**src/logic/mapper_pkg.sv**
```systemverilog
`default_nettype none

package mapper_pkg;

	// ~~~~~~~~~~~~~~~~~~~~~~~~~~~~~~~~~~~~~~~~~~~~~~~~~~~~~~~~~~~~~~~~~~~~~~~~~~
	// Bus and bank widths.
	// ~~~~~~~~~~~~~~~~~~~~~~~~~~~~~~~~~~~~~~~~~~~~~~~~~~~~~~~~~~~~~~~~~~~~~~~~~~
	typedef logic [14:0] cpu_addr_t;  // CPU address below A15.
	typedef logic [13:0] ppu_addr_t;
	typedef logic [18:0] prg_addr_t;  // 512 KB of PRG ROM.
	typedef logic [18:0] chr_addr_t;
	typedef logic [7:0]  bank_t;
	typedef logic [5:0]  prg_bank_t;  // Counted in 8 KB units.
	typedef logic [2:0]  reg_sel_t;   // {A14, A13, A0} of a mapper write.

	// ~~~~~~~~~~~~~~~~~~~~~~~~~~~~~~~~~~~~~~~~~~~~~~~~~~~~~~~~~~~~~~~~~~~~~~~~~~
	// Control register indices, $8000 through $E001.
	// ~~~~~~~~~~~~~~~~~~~~~~~~~~~~~~~~~~~~~~~~~~~~~~~~~~~~~~~~~~~~~~~~~~~~~~~~~~
	localparam reg_sel_t reg_cfg         = 3'd0;
	localparam reg_sel_t reg_bank_data   = 3'd1;  // Lands in the bank picked by reg_cfg.
	localparam reg_sel_t reg_mirror      = 3'd2;
	localparam reg_sel_t reg_ram_cfg     = 3'd3;
	localparam reg_sel_t reg_reload      = 3'd4;
	localparam reg_sel_t reg_irq_clear   = 3'd5;  // Asks for a reload on the next clock.
	localparam reg_sel_t reg_irq_disable = 3'd6;
	localparam reg_sel_t reg_irq_enable  = 3'd7;

	// Bit positions inside the control and extended registers.
	localparam int cfg_swap_bit   = 6;
	localparam int cfg_invert_bit = 7;
	localparam int ram_enable_bit = 7;
	localparam int ext_outer_bit  = 7;
	localparam int ext_chr_hi_bit = 4;

	// A14:13 of the $6000-$7FFF window.
	localparam logic [1:0] ram_window = 2'b11;

	localparam bank_t bank_reset_values [0:7] = '{
		8'd0, 8'd2, 8'd4, 8'd5, 8'd6, 8'd7, 8'd0, 8'd1
	};

	localparam prg_bank_t prg_fixed_last        = 6'h3F;
	localparam prg_bank_t prg_fixed_second_last = 6'h3E;

	localparam int a12_quiet_cycles = 4;  // Low samples needed before a rise counts.

endpackage

`default_nettype wire

```
**src/logic/save_state_pkg.sv**
```systemverilog
`default_nettype none

package save_state_pkg;

	typedef logic [7:0] ss_addr_t;

	// ~~~~~~~~~~~~~~~~~~~~~~~~~~~~~~~~~~~~~~~~~~~~~~~~~~~~~~~~~~~~~~~~~~~~~~~~~~
	// Save-state address map.
	// ~~~~~~~~~~~~~~~~~~~~~~~~~~~~~~~~~~~~~~~~~~~~~~~~~~~~~~~~~~~~~~~~~~~~~~~~~~
	localparam ss_addr_t ss_ctrl_base = 8'd0;   // Eight control registers.
	localparam ss_addr_t ss_bank_base = 8'd8;   // Eight bank registers.
	localparam ss_addr_t ss_irq_ctr   = 8'd16;
	localparam ss_addr_t ss_irq_flags = 8'd17;
	localparam ss_addr_t ss_ext       = 8'd18;
	localparam ss_addr_t ss_map_idx   = 8'd127;

	// The loader checks this number before it restores anything.
	localparam logic [7:0] map_idx_value = 8'd115;

	localparam logic [7:0] ss_unmapped_value = 8'hFF;

endpackage

`default_nettype wire

```
**src/logic/mapper_regs_if.sv**
```systemverilog
`timescale 1ns/1ps
`default_nettype none

interface mapper_regs_if;

	// Mapping state for the bank translator.
	logic                  swap_control;
	logic                  chr_invert;
	logic                  mirror_mode;
	mapper_pkg::bank_t     chr_banks [0:5];
	mapper_pkg::prg_bank_t prg_banks [0:1];
	logic [7:0]            ext;

	// Counter setup and one-edge strobes.
	logic [7:0] reload_value;
	logic       mmc3b_mode;
	logic       reload_req_set;
	logic       irq_disable;    // Also acknowledges a pending interrupt.
	logic       irq_enable;
	logic       ss_flags_we;
	logic       ss_ctr_we;
	logic [7:0] ss_wdata;

	// Counter state returned for save-state reads.
	logic [7:0] irq_ctr;
	logic [7:0] irq_flags;

	modport regs (
		output swap_control, chr_invert, mirror_mode, chr_banks, prg_banks, ext,
		output reload_value, mmc3b_mode,
		output reload_req_set, irq_disable, irq_enable, ss_flags_we, ss_ctr_we, ss_wdata,
		input  irq_ctr, irq_flags
	);

	modport banks (
		input swap_control, chr_invert, mirror_mode, chr_banks, prg_banks, ext
	);

	modport irq (
		input  reload_value, mmc3b_mode,
		input  reload_req_set, irq_disable, irq_enable, ss_flags_we, ss_ctr_we, ss_wdata,
		output irq_ctr, irq_flags
	);

endinterface

`default_nettype wire

```
**src/logic/mapper_115_regs.sv**
```systemverilog
`timescale 1ns/1ps
`default_nettype none

module mapper_115_regs (
	input  wire logic                     m2,
	input  wire logic                     map_rst,
	input  wire mapper_pkg::cpu_addr_t    cpu_addr,
	input  wire logic [7:0]               cpu_dat,
	input  wire logic                     cpu_ce,
	input  wire logic                     cpu_rw,
	input  wire logic                     cfg_mir_v,
	input  wire logic                     cfg_mmc3b,
	input  wire logic                     ss_act,
	input  wire logic                     ss_we,
	input  wire save_state_pkg::ss_addr_t ss_addr,
	output logic [7:0]                    ss_rdat,
	output logic                          map_cpu_oe,
	mapper_regs_if.regs                   regs
);

	logic [7:0]           ctrl_regs [0:7];
	mapper_pkg::bank_t    bank_regs [0:7];
	logic [7:0]           ext;
	mapper_pkg::reg_sel_t reg_sel;
	logic                 map_wr;
	logic                 ram_area;
	logic                 ext_wr;

	assign reg_sel  = {cpu_addr[14], cpu_addr[13], cpu_addr[0]};
	assign map_wr   = !cpu_ce && !cpu_rw && !ss_act;
	assign ram_area = cpu_ce && cpu_addr[14:13] == mapper_pkg::ram_window;
	assign ext_wr   = ram_area && !cpu_rw && !ss_act;

	// With the RAM off, reads of the window float to open bus.
	assign map_cpu_oe = ram_area && cpu_rw &&
		!ctrl_regs[mapper_pkg::reg_ram_cfg][mapper_pkg::ram_enable_bit];

	always_ff @(negedge m2)
	begin
		if (map_rst)
		begin
			for (int i = 0; i < 8; i++)
			begin
				ctrl_regs[i] <= '0;
				bank_regs[i] <= mapper_pkg::bank_reset_values[i];
			end
			ctrl_regs[mapper_pkg::reg_mirror] <= {7'd0, cfg_mir_v};
			ext <= '0;
		end
		else if (ss_act)
		begin
			if (ss_we && ss_addr[7:3] == save_state_pkg::ss_ctrl_base[7:3])
				ctrl_regs[ss_addr[2:0]] <= cpu_dat;
			if (ss_we && ss_addr[7:3] == save_state_pkg::ss_bank_base[7:3])
				bank_regs[ss_addr[2:0]] <= cpu_dat;
			if (ss_we && ss_addr == save_state_pkg::ss_ext)
				ext <= cpu_dat;
		end
		else
		begin
			if (map_wr)
			begin
				ctrl_regs[reg_sel] <= cpu_dat;
				if (reg_sel == mapper_pkg::reg_bank_data)
					bank_regs[ctrl_regs[mapper_pkg::reg_cfg][2:0]] <= cpu_dat;
			end
			// Even addresses carry the outer bank, odd ones the CHR high bit.
			if (ext_wr)
			begin
				if (!cpu_addr[0])
				begin
					ext[3:0] <= cpu_dat[3:0];
					ext[7]   <= cpu_dat[7];
				end
				else
					ext[mapper_pkg::ext_chr_hi_bit] <= cpu_dat[0];
			end
		end
	end

	always_comb
	begin
		ss_rdat = save_state_pkg::ss_unmapped_value;
		if (ss_addr[7:3] == save_state_pkg::ss_ctrl_base[7:3])
			ss_rdat = ctrl_regs[ss_addr[2:0]];
		else if (ss_addr[7:3] == save_state_pkg::ss_bank_base[7:3])
			ss_rdat = bank_regs[ss_addr[2:0]];
		else if (ss_addr == save_state_pkg::ss_irq_ctr)
			ss_rdat = regs.irq_ctr;
		else if (ss_addr == save_state_pkg::ss_irq_flags)
			ss_rdat = regs.irq_flags;
		else if (ss_addr == save_state_pkg::ss_ext)
			ss_rdat = ext;
		else if (ss_addr == save_state_pkg::ss_map_idx)
			ss_rdat = save_state_pkg::map_idx_value;
	end

	// ~~~~~~~~~~~~~~~~~~~~~~~~~~~~~~~~~~~~~~~~~~~~~~~~~~~~~~~~~~~~~~~~~~~~~~~~~~
	// Fields handed to the translator and the counter.
	// ~~~~~~~~~~~~~~~~~~~~~~~~~~~~~~~~~~~~~~~~~~~~~~~~~~~~~~~~~~~~~~~~~~~~~~~~~~
	assign regs.swap_control = ctrl_regs[mapper_pkg::reg_cfg][mapper_pkg::cfg_swap_bit];
	assign regs.chr_invert   = ctrl_regs[mapper_pkg::reg_cfg][mapper_pkg::cfg_invert_bit];
	assign regs.mirror_mode  = ctrl_regs[mapper_pkg::reg_mirror][0];
	assign regs.ext          = ext;

	for (genvar i = 0; i < 6; i++)
	begin : g_chr_banks
		assign regs.chr_banks[i] = bank_regs[i];
	end

	assign regs.prg_banks[0] = bank_regs[6][5:0];  // Swappable $8000 or $C000 slot.
	assign regs.prg_banks[1] = bank_regs[7][5:0];

	assign regs.reload_value = ctrl_regs[mapper_pkg::reg_reload];
	assign regs.mmc3b_mode   = cfg_mmc3b;

	assign regs.reload_req_set = map_wr && reg_sel == mapper_pkg::reg_irq_clear;
	assign regs.irq_disable    = map_wr && reg_sel == mapper_pkg::reg_irq_disable;
	assign regs.irq_enable     = map_wr && reg_sel == mapper_pkg::reg_irq_enable;
	assign regs.ss_flags_we    = ss_act && ss_we && ss_addr == save_state_pkg::ss_irq_flags;
	assign regs.ss_ctr_we      = ss_act && ss_we && ss_addr == save_state_pkg::ss_irq_ctr;
	assign regs.ss_wdata       = cpu_dat;

endmodule

`default_nettype wire

```
**src/logic/mapper_115_banks.sv**
```systemverilog
`timescale 1ns/1ps
`default_nettype none

module mapper_115_banks (
	input  wire mapper_pkg::cpu_addr_t cpu_addr,
	input  wire logic                  cpu_ce,
	input  wire mapper_pkg::ppu_addr_t ppu_addr,
	input  wire logic                  ppu_we,
	input  wire logic                  cfg_chr_ram,
	output mapper_pkg::prg_addr_t      prg_addr,
	output mapper_pkg::chr_addr_t      chr_addr,
	output logic                       rom_ce,
	output logic                       chr_ce,
	output logic                       chr_we,
	output logic                       ciram_a10,
	output logic                       ciram_ce,
	mapper_regs_if.banks               banks
);

	mapper_pkg::prg_bank_t prg_bank;
	mapper_pkg::bank_t     chr_bank;
	mapper_pkg::bank_t     chr_page;  // 1 KB page after the CHR RAM mask.

	// ~~~~~~~~~~~~~~~~~~~~~~~~~~~~~~~~~~~~~~~~~~~~~~~~~~~~~~~~~~~~~~~~~~~~~~~~~~
	// PRG.
	// ~~~~~~~~~~~~~~~~~~~~~~~~~~~~~~~~~~~~~~~~~~~~~~~~~~~~~~~~~~~~~~~~~~~~~~~~~~
	always_comb
	begin
		if (cpu_ce)
			prg_bank = '0;
		else if (banks.ext[mapper_pkg::ext_outer_bit])
			prg_bank = {1'b0, banks.ext[3:1], cpu_addr[14:13]};  // 32 KB outer bank.
		else
		begin
			case (cpu_addr[14:13])
				2'd0: prg_bank = banks.swap_control ?
					mapper_pkg::prg_fixed_second_last : banks.prg_banks[0];
				2'd1: prg_bank = banks.prg_banks[1];
				2'd2: prg_bank = banks.swap_control ?
					banks.prg_banks[0] : mapper_pkg::prg_fixed_second_last;
				default: prg_bank = mapper_pkg::prg_fixed_last;
			endcase
		end
	end

	assign prg_addr = {prg_bank, cpu_addr[12:0]};
	assign rom_ce   = !cpu_ce;

	// ~~~~~~~~~~~~~~~~~~~~~~~~~~~~~~~~~~~~~~~~~~~~~~~~~~~~~~~~~~~~~~~~~~~~~~~~~~
	// CHR and nametables.
	// ~~~~~~~~~~~~~~~~~~~~~~~~~~~~~~~~~~~~~~~~~~~~~~~~~~~~~~~~~~~~~~~~~~~~~~~~~~
	// The 2 KB banks sit in the half chosen by chr_invert.
	always_comb
	begin
		if (ppu_addr[12:11] == {banks.chr_invert, 1'b0})
			chr_bank = {banks.chr_banks[0][7:1], ppu_addr[10]};
		else if (ppu_addr[12:11] == {banks.chr_invert, 1'b1})
			chr_bank = {banks.chr_banks[1][7:1], ppu_addr[10]};
		else
		begin
			case (ppu_addr[11:10])
				2'd0: chr_bank = banks.chr_banks[2];
				2'd1: chr_bank = banks.chr_banks[3];
				2'd2: chr_bank = banks.chr_banks[4];
				default: chr_bank = banks.chr_banks[5];
			endcase
		end
	end

	assign chr_page = cfg_chr_ram ? {5'd0, chr_bank[2:0]} : chr_bank;
	assign chr_addr = {banks.ext[mapper_pkg::ext_chr_hi_bit] && !cfg_chr_ram,
		chr_page, ppu_addr[9:0]};

	assign chr_ce = !ppu_addr[13];
	assign chr_we = cfg_chr_ram && !ppu_we && chr_ce;

	assign ciram_a10 = banks.mirror_mode ? ppu_addr[11] : ppu_addr[10];
	assign ciram_ce  = ppu_addr[13];  // Nametables live at $2000 and up.

endmodule

`default_nettype wire

```
**src/logic/scanline_irq.sv**
```systemverilog
`timescale 1ns/1ps
`default_nettype none

module scanline_irq (
	input  wire logic                  m2,
	input  wire logic                  map_rst,
	input  wire mapper_pkg::ppu_addr_t ppu_addr,
	input  wire logic                  ss_act,
	output logic                       irq,
	mapper_regs_if.irq                 ctl
);

	localparam int hist_msb = mapper_pkg::a12_quiet_cycles - 1;

	logic [hist_msb:0] a12_hist;  // Newest sample in bit 0.
	logic [7:0]        irq_ctr;
	logic [7:0]        ctr_next;
	logic              irq_on;
	logic              irq_pend;
	logic              reload_req;
	logic              a12_clk;
	logic              reload;
	logic              irq_fire;

	// ~~~~~~~~~~~~~~~~~~~~~~~~~~~~~~~~~~~~~~~~~~~~~~~~~~~~~~~~~~~~~~~~~~~~~~~~~~
	// Counter clock and next value.
	// ~~~~~~~~~~~~~~~~~~~~~~~~~~~~~~~~~~~~~~~~~~~~~~~~~~~~~~~~~~~~~~~~~~~~~~~~~~
	// Short A12 blips during sprite fetches never reach this.
	assign a12_clk = ppu_addr[12] && a12_hist == '0 && !ss_act;

	assign reload   = reload_req || (ctl.mmc3b_mode && irq_ctr == 8'd0);
	assign ctr_next = (reload || irq_ctr == 8'd0) ? ctl.reload_value : irq_ctr - 8'd1;

	// On the older chip an automatic reload from zero stays silent.
	assign irq_fire = a12_clk && irq_on && ctr_next == 8'd0 &&
		(reload || irq_ctr != 8'd0);

	assign irq = irq_pend || irq_fire;

	always_ff @(negedge m2)
	begin
		if (map_rst)
		begin
			a12_hist   <= '0;
			irq_ctr    <= '0;
			irq_on     <= 1'b0;
			irq_pend   <= 1'b0;
			reload_req <= 1'b0;
		end
		else if (ss_act)
		begin
			// Each flag is stored as a pair, set when the two bits differ.
			if (ctl.ss_flags_we)
			begin
				reload_req <= ctl.ss_wdata[1] ^ ctl.ss_wdata[0];
				irq_pend   <= ctl.ss_wdata[3] ^ ctl.ss_wdata[2];
				irq_on     <= ctl.ss_wdata[4];
			end
			if (ctl.ss_ctr_we)
				irq_ctr <= ctl.ss_wdata;
		end
		else
		begin
			a12_hist <= {a12_hist[hist_msb-1:0], ppu_addr[12]};

			if (a12_clk)
			begin
				irq_ctr    <= ctr_next;
				reload_req <= 1'b0;
				if (irq_fire)
					irq_pend <= 1'b1;
			end

			if (ctl.reload_req_set)
				reload_req <= 1'b1;
			if (ctl.irq_disable)
			begin
				irq_on   <= 1'b0;
				irq_pend <= 1'b0;  // Acknowledge.
			end
			if (ctl.irq_enable)
				irq_on <= 1'b1;
		end
	end

	assign ctl.irq_ctr   = irq_ctr;
	assign ctl.irq_flags = {3'b000, irq_on, irq_pend, 1'b0, reload_req, 1'b0};

endmodule

`default_nettype wire

```
**src/logic/mapper_115.sv**
```systemverilog
`timescale 1ns/1ps
`default_nettype none

module mapper_115 (
	input  wire logic                     m2,
	input  wire logic                     map_rst,
	input  wire mapper_pkg::cpu_addr_t    cpu_addr,
	input  wire logic [7:0]               cpu_dat,
	input  wire logic                     cpu_ce,
	input  wire logic                     cpu_rw,
	input  wire mapper_pkg::ppu_addr_t    ppu_addr,
	input  wire logic                     ppu_we,
	input  wire logic                     cfg_chr_ram,
	input  wire logic                     cfg_mir_v,
	input  wire logic                     cfg_mmc3b,
	input  wire logic                     ss_act,
	input  wire logic                     ss_we,
	input  wire save_state_pkg::ss_addr_t ss_addr,
	output mapper_pkg::prg_addr_t         prg_addr,
	output mapper_pkg::chr_addr_t         chr_addr,
	output logic                          rom_ce,
	output logic                          chr_ce,
	output logic                          chr_we,
	output logic                          ciram_a10,
	output logic                          ciram_ce,
	output logic                          map_cpu_oe,
	output logic                          irq,
	output logic [7:0]                    ss_rdat
);

	mapper_regs_if regs_bus ();

	mapper_115_regs u_regs (
		.m2         (m2),
		.map_rst    (map_rst),
		.cpu_addr   (cpu_addr),
		.cpu_dat    (cpu_dat),
		.cpu_ce     (cpu_ce),
		.cpu_rw     (cpu_rw),
		.cfg_mir_v  (cfg_mir_v),
		.cfg_mmc3b  (cfg_mmc3b),
		.ss_act     (ss_act),
		.ss_we      (ss_we),
		.ss_addr    (ss_addr),
		.ss_rdat    (ss_rdat),
		.map_cpu_oe (map_cpu_oe),
		.regs       (regs_bus)
	);

	// Pure address logic, no clock.
	mapper_115_banks u_banks (
		.cpu_addr    (cpu_addr),
		.cpu_ce      (cpu_ce),
		.ppu_addr    (ppu_addr),
		.ppu_we      (ppu_we),
		.cfg_chr_ram (cfg_chr_ram),
		.prg_addr    (prg_addr),
		.chr_addr    (chr_addr),
		.rom_ce      (rom_ce),
		.chr_ce      (chr_ce),
		.chr_we      (chr_we),
		.ciram_a10   (ciram_a10),
		.ciram_ce    (ciram_ce),
		.banks       (regs_bus)
	);

	scanline_irq u_irq (
		.m2       (m2),
		.map_rst  (map_rst),
		.ppu_addr (ppu_addr),
		.ss_act   (ss_act),
		.irq      (irq),
		.ctl      (regs_bus)
	);

endmodule

`default_nettype wire

```
**config.mk**
```make
export PLATFORM = sky130hd
export DESIGN_NAME = mapper_115
export DESIGN_NICKNAME = d
export VERILOG_FILES = /design/src/logic/mapper_pkg.sv /design/src/logic/save_state_pkg.sv /design/src/logic/mapper_regs_if.sv /design/src/logic/mapper_115_regs.sv /design/src/logic/mapper_115_banks.sv /design/src/logic/scanline_irq.sv /design/src/logic/mapper_115.sv
export SDC_FILE = /design/constraint.sdc
export NUM_CORES = 1
export LEC_CHECK = 0
export ABC_AREA = 1
export ABC_CLOCK_PERIOD_IN_PS = 1820
export BUFFER_PORTS_ARGS = -buffer_cell sky130_fd_sc_hd__buf_4
export CAP_MARGIN = 10
export CELL_PAD_IN_SITES_DETAIL_PLACEMENT = 1
export CELL_PAD_IN_SITES_GLOBAL_PLACEMENT = 2
export CORE_ASPECT_RATIO = 0.6
export CORE_UTILIZATION = 36
export CTS_BUF_LIST = sky130_fd_sc_hd__clkbuf_2 sky130_fd_sc_hd__clkbuf_4 sky130_fd_sc_hd__clkbuf_8
export CTS_CLUSTER_DIAMETER = 50
export DETAILED_ROUTE_END_ITERATION = 8
export GPL_ROUTABILITY_DRIVEN = 0
export MAX_ROUTING_LAYER = met4
export PLACE_DENSITY = 0.81
export SYNTH_ARGS = -nofsm -noshare
export SYNTH_HDL_FRONTEND = slang
export SYNTH_HIERARCHICAL = 1
export SYNTH_SLANG_ARGS = --single-unit
```
**constraint.sdc**
```tcl
create_clock -name m2 -period 1.82 [get_ports m2]
set_input_delay 0.091 -clock m2 [delete_from_list [all_inputs] [get_ports m2]]
set_output_delay 0.091 -clock m2 [all_outputs]
set_load 0.01 [all_outputs]
```
Yosys cells after proc, flatten, opt, wreduce, memory -nomap -nowiden
Memory sizes are Yosys's and may differ from the RTL's.
Index checks and enable logic that the tools add are counted.

storage, ports and cells
  input port bits = 55
  memories = 2
  latch bits = 0
  bits in registers = 23
  bits in writable memories = 128
  ROM bits = 0

cells by class
  multipliers = 0
  div/mod/pow operators = 0
  reduce and logical (&&, ||, !) cells = 61
  add/sub/neg operators = 1
  mux-type cells = 73
  equality and inequality tests = 20
  shifts and indexed selects = 0
  bitwise logic cells = 3
  order comparisons = 0

memories
  name              depth  bits a word  read ports  clocked after memory_dff  wr ports  line                   text
  u_regs.bank_regs  8      8            9           0                         8         mapper_115_regs.sv:22  mapper_pkg::bank_t bank_regs [0:7];
  u_regs.ctrl_regs  8      8            5           0                         8         mapper_115_regs.sv:21  logic [7:0] ctrl_regs [0:7];

operator list
  cell                   number
  $mux W8                19
  $mux W1                41
  $reduce_or A8 Y1       4
  $logic_and A1 B1 Y1    25
  $eq A8 B5 Y1 const B   3
  $mux W6                4
  $pmux W8 S3            1
  $pmux W6 S3            1
  $logic_not A8 Y1       2
  $mux W3                4
  $reduce_bool A3 Y1     4
  $mux W5                2
  $eq A3 B3 Y1 const B   3
  $reduce_and A3 Y1      3
  $eq A8 B7 Y1 const B   1
  $ne A2 B1 Y1 const B   4
  $reduce_and A2 Y1      4
  $reduce_bool A8 Y1     1
  $sub A8 B1 Y8 const B  1
  $logic_not A1 Y1       7
  $eq A2 B2 Y1 const B   3
  $reduce_bool A2 Y1     3
  $eq A5 B1 Y1 const B   1
  $logic_not A5 Y1       1
  9 further kinds        16

Depth between registers and ports, before layout
Gate-level depths: netlist (run 1).

  depth after elaboration = 12
  depth in mapped cells = 13
  mapped depth without buffers = 12

Modules after synthesis
The synthesis (run 1) kept the hierarchy.

by module, submodules not included
  module            instances  area each (µm²)  cells an instance
  mapper_115_regs   1          6971.7           780
  scanline_irq      1          1118.6           184
  mapper_115_banks  1          852.1            167

==> metrics.md, run 1 <==
| Metric | Value |
|---|---|
| Register bit total from synthesis | 151 |
| Placement Cell Area | 11600 um2 |
| Worst VDD drop | 545 uV |
| Worst Setup End Kind | output pin |
| Vias in the first global route | 10450 |
| Final setup margin | -1440 ps |
| Post-synthesis sequential area ratio | 0.481 |
| Die W | 205 um |
| YS warnings | 6 |
| Mux share of post-synthesis cell area | 0 |
| First-pass GRT wire length | 60900 um |
| Final Instance Area | 14400 um2 |
| Wire per inst | 23.2 um |
| Worst endpoint data arrival time | 3160 ps |
| P_leak | 6.48 nW |
| Vias | 10023 |
| Num CTS Buffers | 17 |
| Worst hold-check path type | input pin to output pin |
| Crit Path Category | flop to output pin |
| Clk buf depth | 2 |
| Kind of start point of the critical path | flop |
| Final setup viols | 298 |
| Die area | 25500 um2 |
| Compound-Gate Fraction of Synth Area | 0.0803 |
| Initial Util | 0.368 |
| CTS tree | done |
| Most common cell in the netlist | nand2_1 |
| Layout cells sized above 1 | 0.429 |
| Total GRT Usage | 0.345 |
| EDFF count, synth | 128 |
| Die Span Y | 124 um |
| Synth area leaders | edfxtp_1, nand2_1, nor2_1, dfxtp_1, nand3_1 |
| DP HPWL | 28800 um |
| Detail-routed via count per cell | 5.40 |
| PD cells | 738 nW/um2 |
| Routed wl met2 | 18600 um |
| Rows | 44 |
| Core Region | 24300 um2 |
| Final-report max-slew violation count | 0 |
| Clk Latency, worst-skew pair | 540 ps |
| Status | complete, but fails checks |
| Adder-cell share of the synthesized area | 0.00280 |
| Synth top cells by count | nand2_1, nor2_1, edfxtp_1 |
| Number of H-tree levels | 4 |
| Largest net degree at the start of global routing | 22 |
| DRC Markers | 0 |
| Clock root buffer master | clkbuf_8 |
| Hold WS | 182 ps |
| Starting DRT DRC Count | 971 |
| Slew margin rel. | 0.645 |
| Worst Skew | 61.9 ps |
| Primary FF master, synth | edfxtp_1 |
| Synth Area in XOR/XNOR | 0.00294 |
| Mapped cell area | 8940 um2 |
| Main combinational cell family by area after synthesis | simple AND/OR/NAND/NOR gates |
| Top cell type's share of synthesized area | 0.430 |
| Worst Path Required | 1730 ps |
| RSZ-0062 raised after global routing | true |
| Worst-Margin Slew | 532 ps |
| Area leader, netlist | edfxtp_1 |
| Avg Inst Size Synth | 7.91 um2 |
| Met3 WL | 4260 um |
| Critical path fanouts, max | 8 |
| P&R area growth vs syn | 61.1% |
| Syn Inst Count | 1131 |
| N_diodes | 0 |
| Maxcap violations | 0 |
| Wl on met1 | 19300 um |
| FILL cells | 2795 |
| Io pins | 108 |
| Final Hold Fails | 0 |
| ANT nets after route | 0 |
| Fin nets | 1580 |
| Ys async rst share | 0 |
| PortBufs | 63 |
| Max layer used | met4 |
| Clk sinks | 151 |
| Reg clk slew, reported paths | 50 ps |
| Initial antenna violation count | 0 |
| Post-synthesis simple-gate area fraction | 0.331 |
| Failing checks | setup timing |
| Total global routing overflow | 0 |
| Post-Route WL | 43200 um |
| Post-synth cell types | 44 |
| Total iterations of the first detailed-routing run | 5 |
## kinds of logic after synthesis
kind of cell | count (synthesis)
XOR/XNOR | 3
AND/OR/NAND/NOR | 671
flip-flops | 151
other | 1
buffers and inverters | 181
adder cells (fa/ha/maj) | 2
AO/OA/AOI/OAI | 122
## layout by cell type, fill, tap and decap left out, types with 28 or more instances in the layout
cell / Yosys / final
buf_6: 1 / 49
inv_1: 76 / 210
edfxtp_1: 128 / 128
nand3_1: 84 / 51
nor2_2: 9 / 46
nand2_4: 1 / 28
nor2_1: 170 / 78
buf_4: 54 / 228
nor2_4: 6 / 61
nand2_1: 331 / 261
nand2_2: 12 / 33
## area by class of cell
type | count | area (um2) | share of cell area
repair buffers | 311 | 2910 | 0.202
clock inverters | 165 | 716 | 0.0497
flip-flops and latches | 151 | 4310 | 0.299
inverters | 88 | 437 | 0.0303
multi-input cells | 803 | 5400 | 0.375
clock buffers | 17 | 234 | 0.0162
well taps | 322 | 403 | 0.0280
## per-layer routing
layer,GRT usage,vias up
met5,-,-
met4,0.126,0
met3,0.148,100
met2,0.475,482
met1,0.444,4953
li1,-,4488
## sequential cells by signal, summed over array words and instances, names as in the netlist
| signal | flops |
|---|---|
| u_regs/bank_regs | 64 |
| u_irq/a12_hist | 4 |
| u_irq/irq_pend | 1 |
| u_irq/irq_on | 1 |
| u_irq/reload_req | 1 |
| u_irq/ctl.irq_ctr | 8 |
| u_regs/ctrl_regs | 64 |
| u_regs/regs.ext | 8 |
## stage by stage
stage	power [W]	setup slack (ps)	instances	setup TNS, ps	util
finish	0.0106	-1440	1857	-106090	0.593
global route	0.0112	-1540	1857	-111980	0.593
CTS	0.0104	-1370	1840	-78280	0.569
detailed placement	0.00650	-975	1638	-210990	0.479
global placement	0.00645	-849	1638	-201070	0.479
floorplan	0.00558	-556	1135	-116720	-
## power breakdown
| group | total, W | switching (W) | internal [W] | leakage (nW) |
|---|---|---|---|---|
| clock network | 0.00422 | 0.00255 | 0.00166 | 1.00 |
| logic | 0.00235 | 0.00141 | 0.000941 | 4.06 |
| registers | 0.00407 | 0.000119 | 0.00395 | 1.41 |
## worst max-delay path: stages (launching register included)
cell and delay (ps):
dfxtp_2 350, inv_4 50, ha_4 160, nand2_4 80, nor2_4 60, nor2_4 260
nand3_2 140, nand2_2 140, nand3_4 90, nor2_4 170, or2_1 140, buf_6 100
## repair_timing
action,in CTS,in global routing
resized for setup,265,110
endpoints found under the setup margin,298,299
setup buffers,27,20
hold buffers,0,0
pin swaps,103,76
## final timing paths
check | depth (start not counted) | slack (ps) | endpoint | from
worst max-delay path | 11 | -1440 | irq | u_irq/ctl.irq_ctr[0]
worst min-delay path | 0 | 180 | chr_addr[7] | ppu_addr[7]
worst max register to register | 8 | 0 | u_regs/bank_regs[3][1] | u_regs/ctrl_regs[0][2]
worst min register to register | 2 | 470 | u_irq/a12_hist[3] | u_irq/a12_hist[3]
(Power assumes the default switching activity.)
==> inputs of run 2 (changes only) <==
--- a/config.mk
+++ b/config.mk
@@ -19,6 +19,8 @@
 export GPL_ROUTABILITY_DRIVEN = 0
 export MAX_ROUTING_LAYER = met4
 export PLACE_DENSITY = 0.81
+export REMOVE_ABC_BUFFERS = 1
+export SKIP_CTS_REPAIR_TIMING = 1
 export SYNTH_ARGS = -nofsm -noshare
 export SYNTH_HDL_FRONTEND = slang
 export SYNTH_HIERARCHICAL = 1
==> metrics.md, run 2 (synthesis gave the netlist of run 1 again) <==
| Metric | Value |
|---|---|
| Status | complete, but fails checks (unchanged) |
| Failing checks | setup timing (unchanged) |
| Detail-routed via count per cell | 5.60 (was 5.40) |
| Largest regs | u_regs/bank_regs x64, u_regs/ctrl_regs x64 (unchanged) |
| Total GRT Usage | 0.325 (was 0.345) |
| Worst Setup End Kind | output pin (unchanged) |
| Dpl ws | -967 ps (was -975 ps) |
| FILL cells | 2799 (was 2795) |
| PD cells | 746 nW/um2 (was 738 nW/um2) |
| Final setup margin | -1540 ps (was -1440 ps) |
| Most frequent cells in the layout | nand2_1, buf_4, inv_1, edfxtp_1, nor2_4 (was nand2_1, buf_4, inv_1, edfxtp_1, nor2_1) |
| Post-Route WL | 46800 um (was 43200 um) |
| Clk Latency, worst-skew pair | 570 ps (was 540 ps) |
| Die area | 25500 um2 (unchanged) |
| Commonest non-fill, non-tap cell in the layout | nand2_1 (unchanged) |
| Initial Util | 0.368 (unchanged) |
| Maxcap violations | 0 (unchanged) |
| Total iterations of the first detailed-routing run | 6 (was 5) |
| Placed insts | 1671 (was 1638) |
| Fin nets | 1607 (was 1580) |
| Total global routing overflow | 0 (unchanged) |
| Num CTS Buffers | 17 (unchanged) |
| Layout Cells excl Fill | 1885 (was 1857) |
| P_leak | 6.59 nW (was 6.48 nW) |
| Wire per inst | 24.8 um (was 23.2 um) |
| P&R area growth vs syn | 64.8% (was 61.1%) |
| Clock Power Share | 0.408 (was 0.397) |
| Final setup viols | 295 (was 298) |
| Die Span Y | 124 um (unchanged) |
| Sw Ratio | 0.388 (was 0.384) |
| Final Hold Fails | 0 (unchanged) |
| PortBufs | 63 (unchanged) |
| Share of power burned in combinational logic | 0.222 (was 0.221) |
| Largest net degree at the start of global routing | 24 (was 22) |
| Net load switching power | 0.00427 W (was 0.00408 W) |
| Final core occ | 0.607 (was 0.593) |
| DP HPWL | 29400 um (was 28800 um) |
| Vias | 10549 (was 10023) |
| Final-report max-slew violation count | 0 (unchanged) |
| Critical path fanouts, max | 8 (unchanged) |
| First-pass GRT wire length | 57500 um (was 60900 um) |
| ANT nets after route | 0 (unchanged) |
| Vias in the first global route | 9878 (was 10450) |
| Worst endpoint data arrival time | 3260 ps (was 3160 ps) |
| Starting DRT DRC Count | 1165 (was 971) |
| N_diodes | 0 (unchanged) |
| Initial antenna violation count | 0 (unchanged) |
| Clk buf depth | 2 (unchanged) |
| Kind of start point of the critical path | flop (unchanged) |
| Internal | 0.00673 W (was 0.00655 W) |
| DRC Markers | 0 (unchanged) |
| Worst-Margin Slew | 528 ps (was 532 ps) |
| Core Region | 24300 um2 (unchanged) |
| Reg clk slew, reported paths | 70 ps (was 50 ps) |
| Slew margin rel. | 0.647 (was 0.645) |
| Final TNS setup | -118270 ps (was -106090 ps) |
| Die W | 205 um (unchanged) |
| Worst Path Required | 1730 ps (about the same) |
| Clk sinks | 151 (unchanged) |
| Rows | 44 (unchanged) |
| Crit Path Category | flop to output pin (unchanged) |
| Clock root buffer master | clkbuf_8 (unchanged) |
| Worst VDD drop | 637 uV (was 545 uV) |
| CTS tree | done (unchanged) |
| Seq pwr share | 0.371 (was 0.383) |
| RSZ-0062 raised after global routing | true (unchanged) |
| Worst Skew | 49.9 ps (was 61.9 ps) |
| Layout cells sized above 1 | 0.437 (was 0.429) |
| Worst hold-check path type | input pin to output pin (unchanged) |
| Number of H-tree levels | 4 (unchanged) |
| Io pins | 108 (unchanged) |
[run 2: cell count changes in the layout (fill, tap and decap cells not counted), moves of 5 or more]
cell,change
buf_4,+11
buf_6,+12
inv_1,+6
inv_2,+7
inv_4,-5
nand2_2,+5
nand2_4,-7
nand3_1,+7
nand3_2,-5
nor2_1,-21
nor2_2,-12
nor2_4,+33
[run 2: critical path, cell delays in order, from the launching register on]
cell     delay [ps]
dfxtp_2         350
inv_2            70
ha_4            170
nand2_4         100
nor2_4           60
nor2_4          270
nand2_1         110
nand2_1         130
nor2_1           70
nand3_2          90
nor2_4           50
or2_1           230
buf_6           120
[run 2: final timing paths]
| kind | slack [ps] | to | startpoint | cells after the start |
|---|---|---|---|---|
| setup / recovery | -1540 | irq | u_irq/ctl.irq_ctr[1] | 12 |
| hold reg to reg | 470 | u_regs/regs.ext[5] | u_regs/regs.ext[5] | 2 |
| hold / removal | 180 | chr_addr[0] | ppu_addr[0] | 0 |
| setup reg to reg | -80 | u_regs/bank_regs[1][4] | u_regs/ctrl_regs[0][0] | 8 |
[run 2: power groups by stage]
stage | Clock [W] | Combinational, W | Sequential (W)
after detailed placement | 0.000501 | 0.00185 | 0.00411
final | 0.00449 | 0.00244 | 0.00408
after global routing | 0.00497 | 0.00253 | 0.00408
after CTS | 0.00440 | 0.00186 | 0.00406
after global placement | 0.000501 | 0.00181 | 0.00411
after floorplan | 0.000501 | 0.000740 | 0.00406
[run 2: layer usage]
layer	part of all wire	up-vias	GRT usage
li1	-	4557	-
met1	0.43	5260	0.469
met2	0.44	616	0.417
met3	0.10	116	0.115
met4	0.023	0	0.0898
met5	0	-	-
[run 2: area by class of cell]
class,count,area [um2],area share
clock buffer,17,234,0.0159
clock inverter,166,739,0.0502
inverter,88,390,0.0265
multi-input combinational,803,5460,0.370
sequential,151,4310,0.293
tap,322,403,0.0273
timing repair buffer,338,3200,0.217
[run 2: metrics by stage]
step | total power (W) | hold WS (ps) | cell area (um2)
after detailed placement | 0.00646 | 182 | 11300
after global routing | 0.0116 | 182 | 14700
after global placement | 0.00642 | 182 | 11300
final | 0.0110 | 182 | 14700
after CTS | 0.0103 | 182 | 12300
after floorplan | 0.00530 | 182 | 8390
==> inputs of run 3 (changes only) <==
--- a/config.mk
+++ b/config.mk
@@ -12,6 +12,7 @@
 export CELL_PAD_IN_SITES_DETAIL_PLACEMENT = 1
 export CELL_PAD_IN_SITES_GLOBAL_PLACEMENT = 2
 export CORE_ASPECT_RATIO = 0.6
+export CORE_MARGIN = 5
 export CORE_UTILIZATION = 36
 export CTS_BUF_LIST = sky130_fd_sc_hd__clkbuf_2 sky130_fd_sc_hd__clkbuf_4 sky130_fd_sc_hd__clkbuf_8
 export CTS_CLUSTER_DIAMETER = 50
==> metrics.md, run 3 (synthesis gave the netlist of run 1 again) <==
| Metric | Value |
|---|---|
| Seq pwr share | 0.376 (was 0.371) |
| Multi-input logic area | 5180 um2 (was 5460 um2) |
| Die area | 28200 um2 (was 25500 um2) |
| PortBufs | 63 (unchanged) |
| Clock root buffer master | clkbuf_8 (unchanged) |
| Worst hold-check path type | input pin to output pin (unchanged) |
| Worst Path Required | 1730 ps (about the same) |
| Rows | 44 (unchanged) |
| RR Startpoint | u_irq/ctl.irq_ctr[1] (was u_regs/ctrl_regs[0][0]) |
| Final Hold Fails | 0 (unchanged) |
| Largest net degree at the start of global routing | 22 (was 24) |
| Largest regs | u_regs/bank_regs x64, u_regs/ctrl_regs x64 (unchanged) |
| Failing checks | setup timing (unchanged) |
| Slew margin rel. | 0.583 (was 0.647) |
| Final-report max-slew violation count | 0 (unchanged) |
| Worst VDD drop | 536 uV (was 637 uV) |
| Detail-routed via count per cell | 5.47 (was 5.60) |
| Maxcap violations | 0 (unchanged) |
| Internal | 0.00665 W (was 0.00673 W) |
| Critical path fanouts, max | 8 (unchanged) |
| Die W | 213 um (was 205 um) |
| Initial Util | 0.367 (was 0.368) |
| CP startpoint | u_irq/ctl.irq_ctr[1] (unchanged) |
| Total GRT Usage | 0.284 (was 0.325) |
| First-pass GRT wire length | 58300 um (was 57500 um) |
| Number of H-tree levels | 4 (unchanged) |
| CP endpoint | irq (unchanged) |
| Net load switching power | 0.00418 W (was 0.00427 W) |
| Most frequent cells in the layout | nand2_1, buf_4, inv_1, edfxtp_1, nor2_1 (was nand2_1, buf_4, inv_1, edfxtp_1, nor2_4) |
| Sw Ratio | 0.386 (was 0.388) |
| Clock Power Share | 0.400 (was 0.408) |
| Worst Setup End Kind | output pin (unchanged) |
| Worst endpoint data arrival time | 3240 ps (was 3260 ps) |
| DP HPWL | 29500 um (was 29400 um) |
| P&R area growth vs syn | 59.9% (was 64.8%) |
| RSZ-0062 raised after global routing | true (unchanged) |
| N_diodes | 0 (unchanged) |
| FILL cells | 2849 (was 2799) |
| Total global routing overflow | 0 (unchanged) |
| DRC Markers | 0 (unchanged) |
| Kind of start point of the critical path | flop (unchanged) |
| Fin nets | 1592 (was 1607) |
| Core Region | 24300 um2 (about the same) |
| Starting DRT DRC Count | 1010 (was 1165) |
| Area occupied by registers | 4310 um2 (about the same) |
| Final setup margin | -1510 ps (was -1540 ps) |
| Num CTS Buffers | 17 (unchanged) |
| Vias in the first global route | 10135 (was 9878) |
| ANT nets after route | 0 (unchanged) |
| Final setup viols | 294 (was 295) |
| P_leak | 6.53 nW (was 6.59 nW) |
| Post-Route WL | 44900 um (was 46800 um) |
| R2R Path End | u_irq/ctl.irq_ctr[0] (was u_regs/bank_regs[1][4]) |
| Wire per inst | 24.0 um (was 24.8 um) |
| Dpl ws | -995 ps (was -967 ps) |
| Worst Skew | 44.0 ps (was 49.9 ps) |
| Layout Cells excl Fill | 1870 (was 1885) |
| Worst-Margin Slew | 623 ps (was 528 ps) |
| Reg2reg path depth | 13 (was 8) |
| Clk sinks | 151 (unchanged) |
| Total iterations of the first detailed-routing run | 5 (was 6) |
| CTS tree | done (unchanged) |
| Io pins | 108 (unchanged) |
| Share of power burned in combinational logic | 0.224 (was 0.222) |
| Clk buf depth | 2 (unchanged) |
| Initial antenna violation count | 0 (unchanged) |
| Reg clk slew, reported paths | 70 ps (about the same) |
| Vias | 10238 (was 10549) |
| PD cells | 758 nW/um2 (was 746 nW/um2) |
| Status | complete, but fails checks (unchanged) |
| Crit Path Category | flop to output pin (unchanged) |
| R2R setup slack | -20 ps (was -80 ps) |
| Die Span Y | 132 um (was 124 um) |
| Clk Latency, worst-skew pair | 530 ps (was 570 ps) |
| Commonest non-fill, non-tap cell in the layout | nand2_1 (unchanged) |
| Placed insts | 1669 (was 1671) |
| Layout cells sized above 1 | 0.406 (was 0.437) |
==> run 3: cell types whose count changed in the layout (fill, tap and decap cells not counted), moves of 5 or more <==
cell | previous run | this run
nor2_2 | 34 | 26
nand2_1 | 265 | 260
nor2_1 | 57 | 101
nor2_4 | 94 | 58
buf_4 | 239 | 231
nand2_4 | 21 | 28
==> run 3: worst min-delay path by stage <==
stage	startpoint	depth (start not counted)	endpoint	slack [ps]
after CTS	ppu_addr[0]	0	chr_addr[0]	180
after global routing	cpu_addr[1]	0	prg_addr[1]	180
after floorplan	ppu_addr[0]	0	chr_addr[0]	180
after global placement	ppu_addr[0]	0	chr_addr[0]	180
final	ppu_addr[0]	0	chr_addr[0]	180
after detailed placement	ppu_addr[0]	0	chr_addr[0]	180
==> run 3: power groups by stage <==
stage                     Combinational, W  Sequential, W  Clock (W)
final                              0.00243        0.00407    0.00434
after global routing               0.00253        0.00407    0.00495
after CTS                          0.00189        0.00406    0.00439
after detailed placement           0.00187        0.00411   0.000501
after global placement             0.00183        0.00411   0.000501
after floorplan                   0.000740        0.00406   0.000501
==> run 3: metal layers <==
| layer | track usage | vias up | share of wire |
|---|---|---|---|
| met3 | 0.0885 | 93 | 0.097 |
| met2 | 0.365 | 523 | 0.44 |
| met5 | - | - | 0 |
| li1 | - | 4515 | - |
| met1 | 0.425 | 5107 | 0.44 |
| met4 | 0.0808 | 0 | 0.021 |
==> run 3: area by class of cell <==
| class | count | area share |
|---|---|---|
| clock buffer | 17 | 0.0164 |
| clock inverter | 166 | 0.0515 |
| inverter | 88 | 0.0282 |
| multi-input combinational | 803 | 0.362 |
| sequential | 151 | 0.301 |
| tap | 322 | 0.0282 |
| timing repair buffer | 323 | 0.212 |
==> run 3: critical path: stages, from the launching register on <==
cell	delay, ps
dfxtp_2	370
inv_4	60
ha_4	160
nand2_4	100
nor2_4	50
nor2_4	260
or2_1	190
nand2_1	80
nand3_2	110
nor2_4	60
or2_1	240
buf_6	130
==> run 3: through the flow <==
stage	instance area, um2	util	hold slack, ps	TNS (ps)	total power (W)
after CTS	12400	0.509	182	-95020	0.0103
final	14300	0.588	182	-112570	0.0108
after floorplan	8390	-	182	-162410	0.00530
after detailed placement	11400	0.470	182	-221790	0.00648
after global routing	14300	0.588	182	-116900	0.0116
after global placement	11400	0.470	182	-208350	0.00643
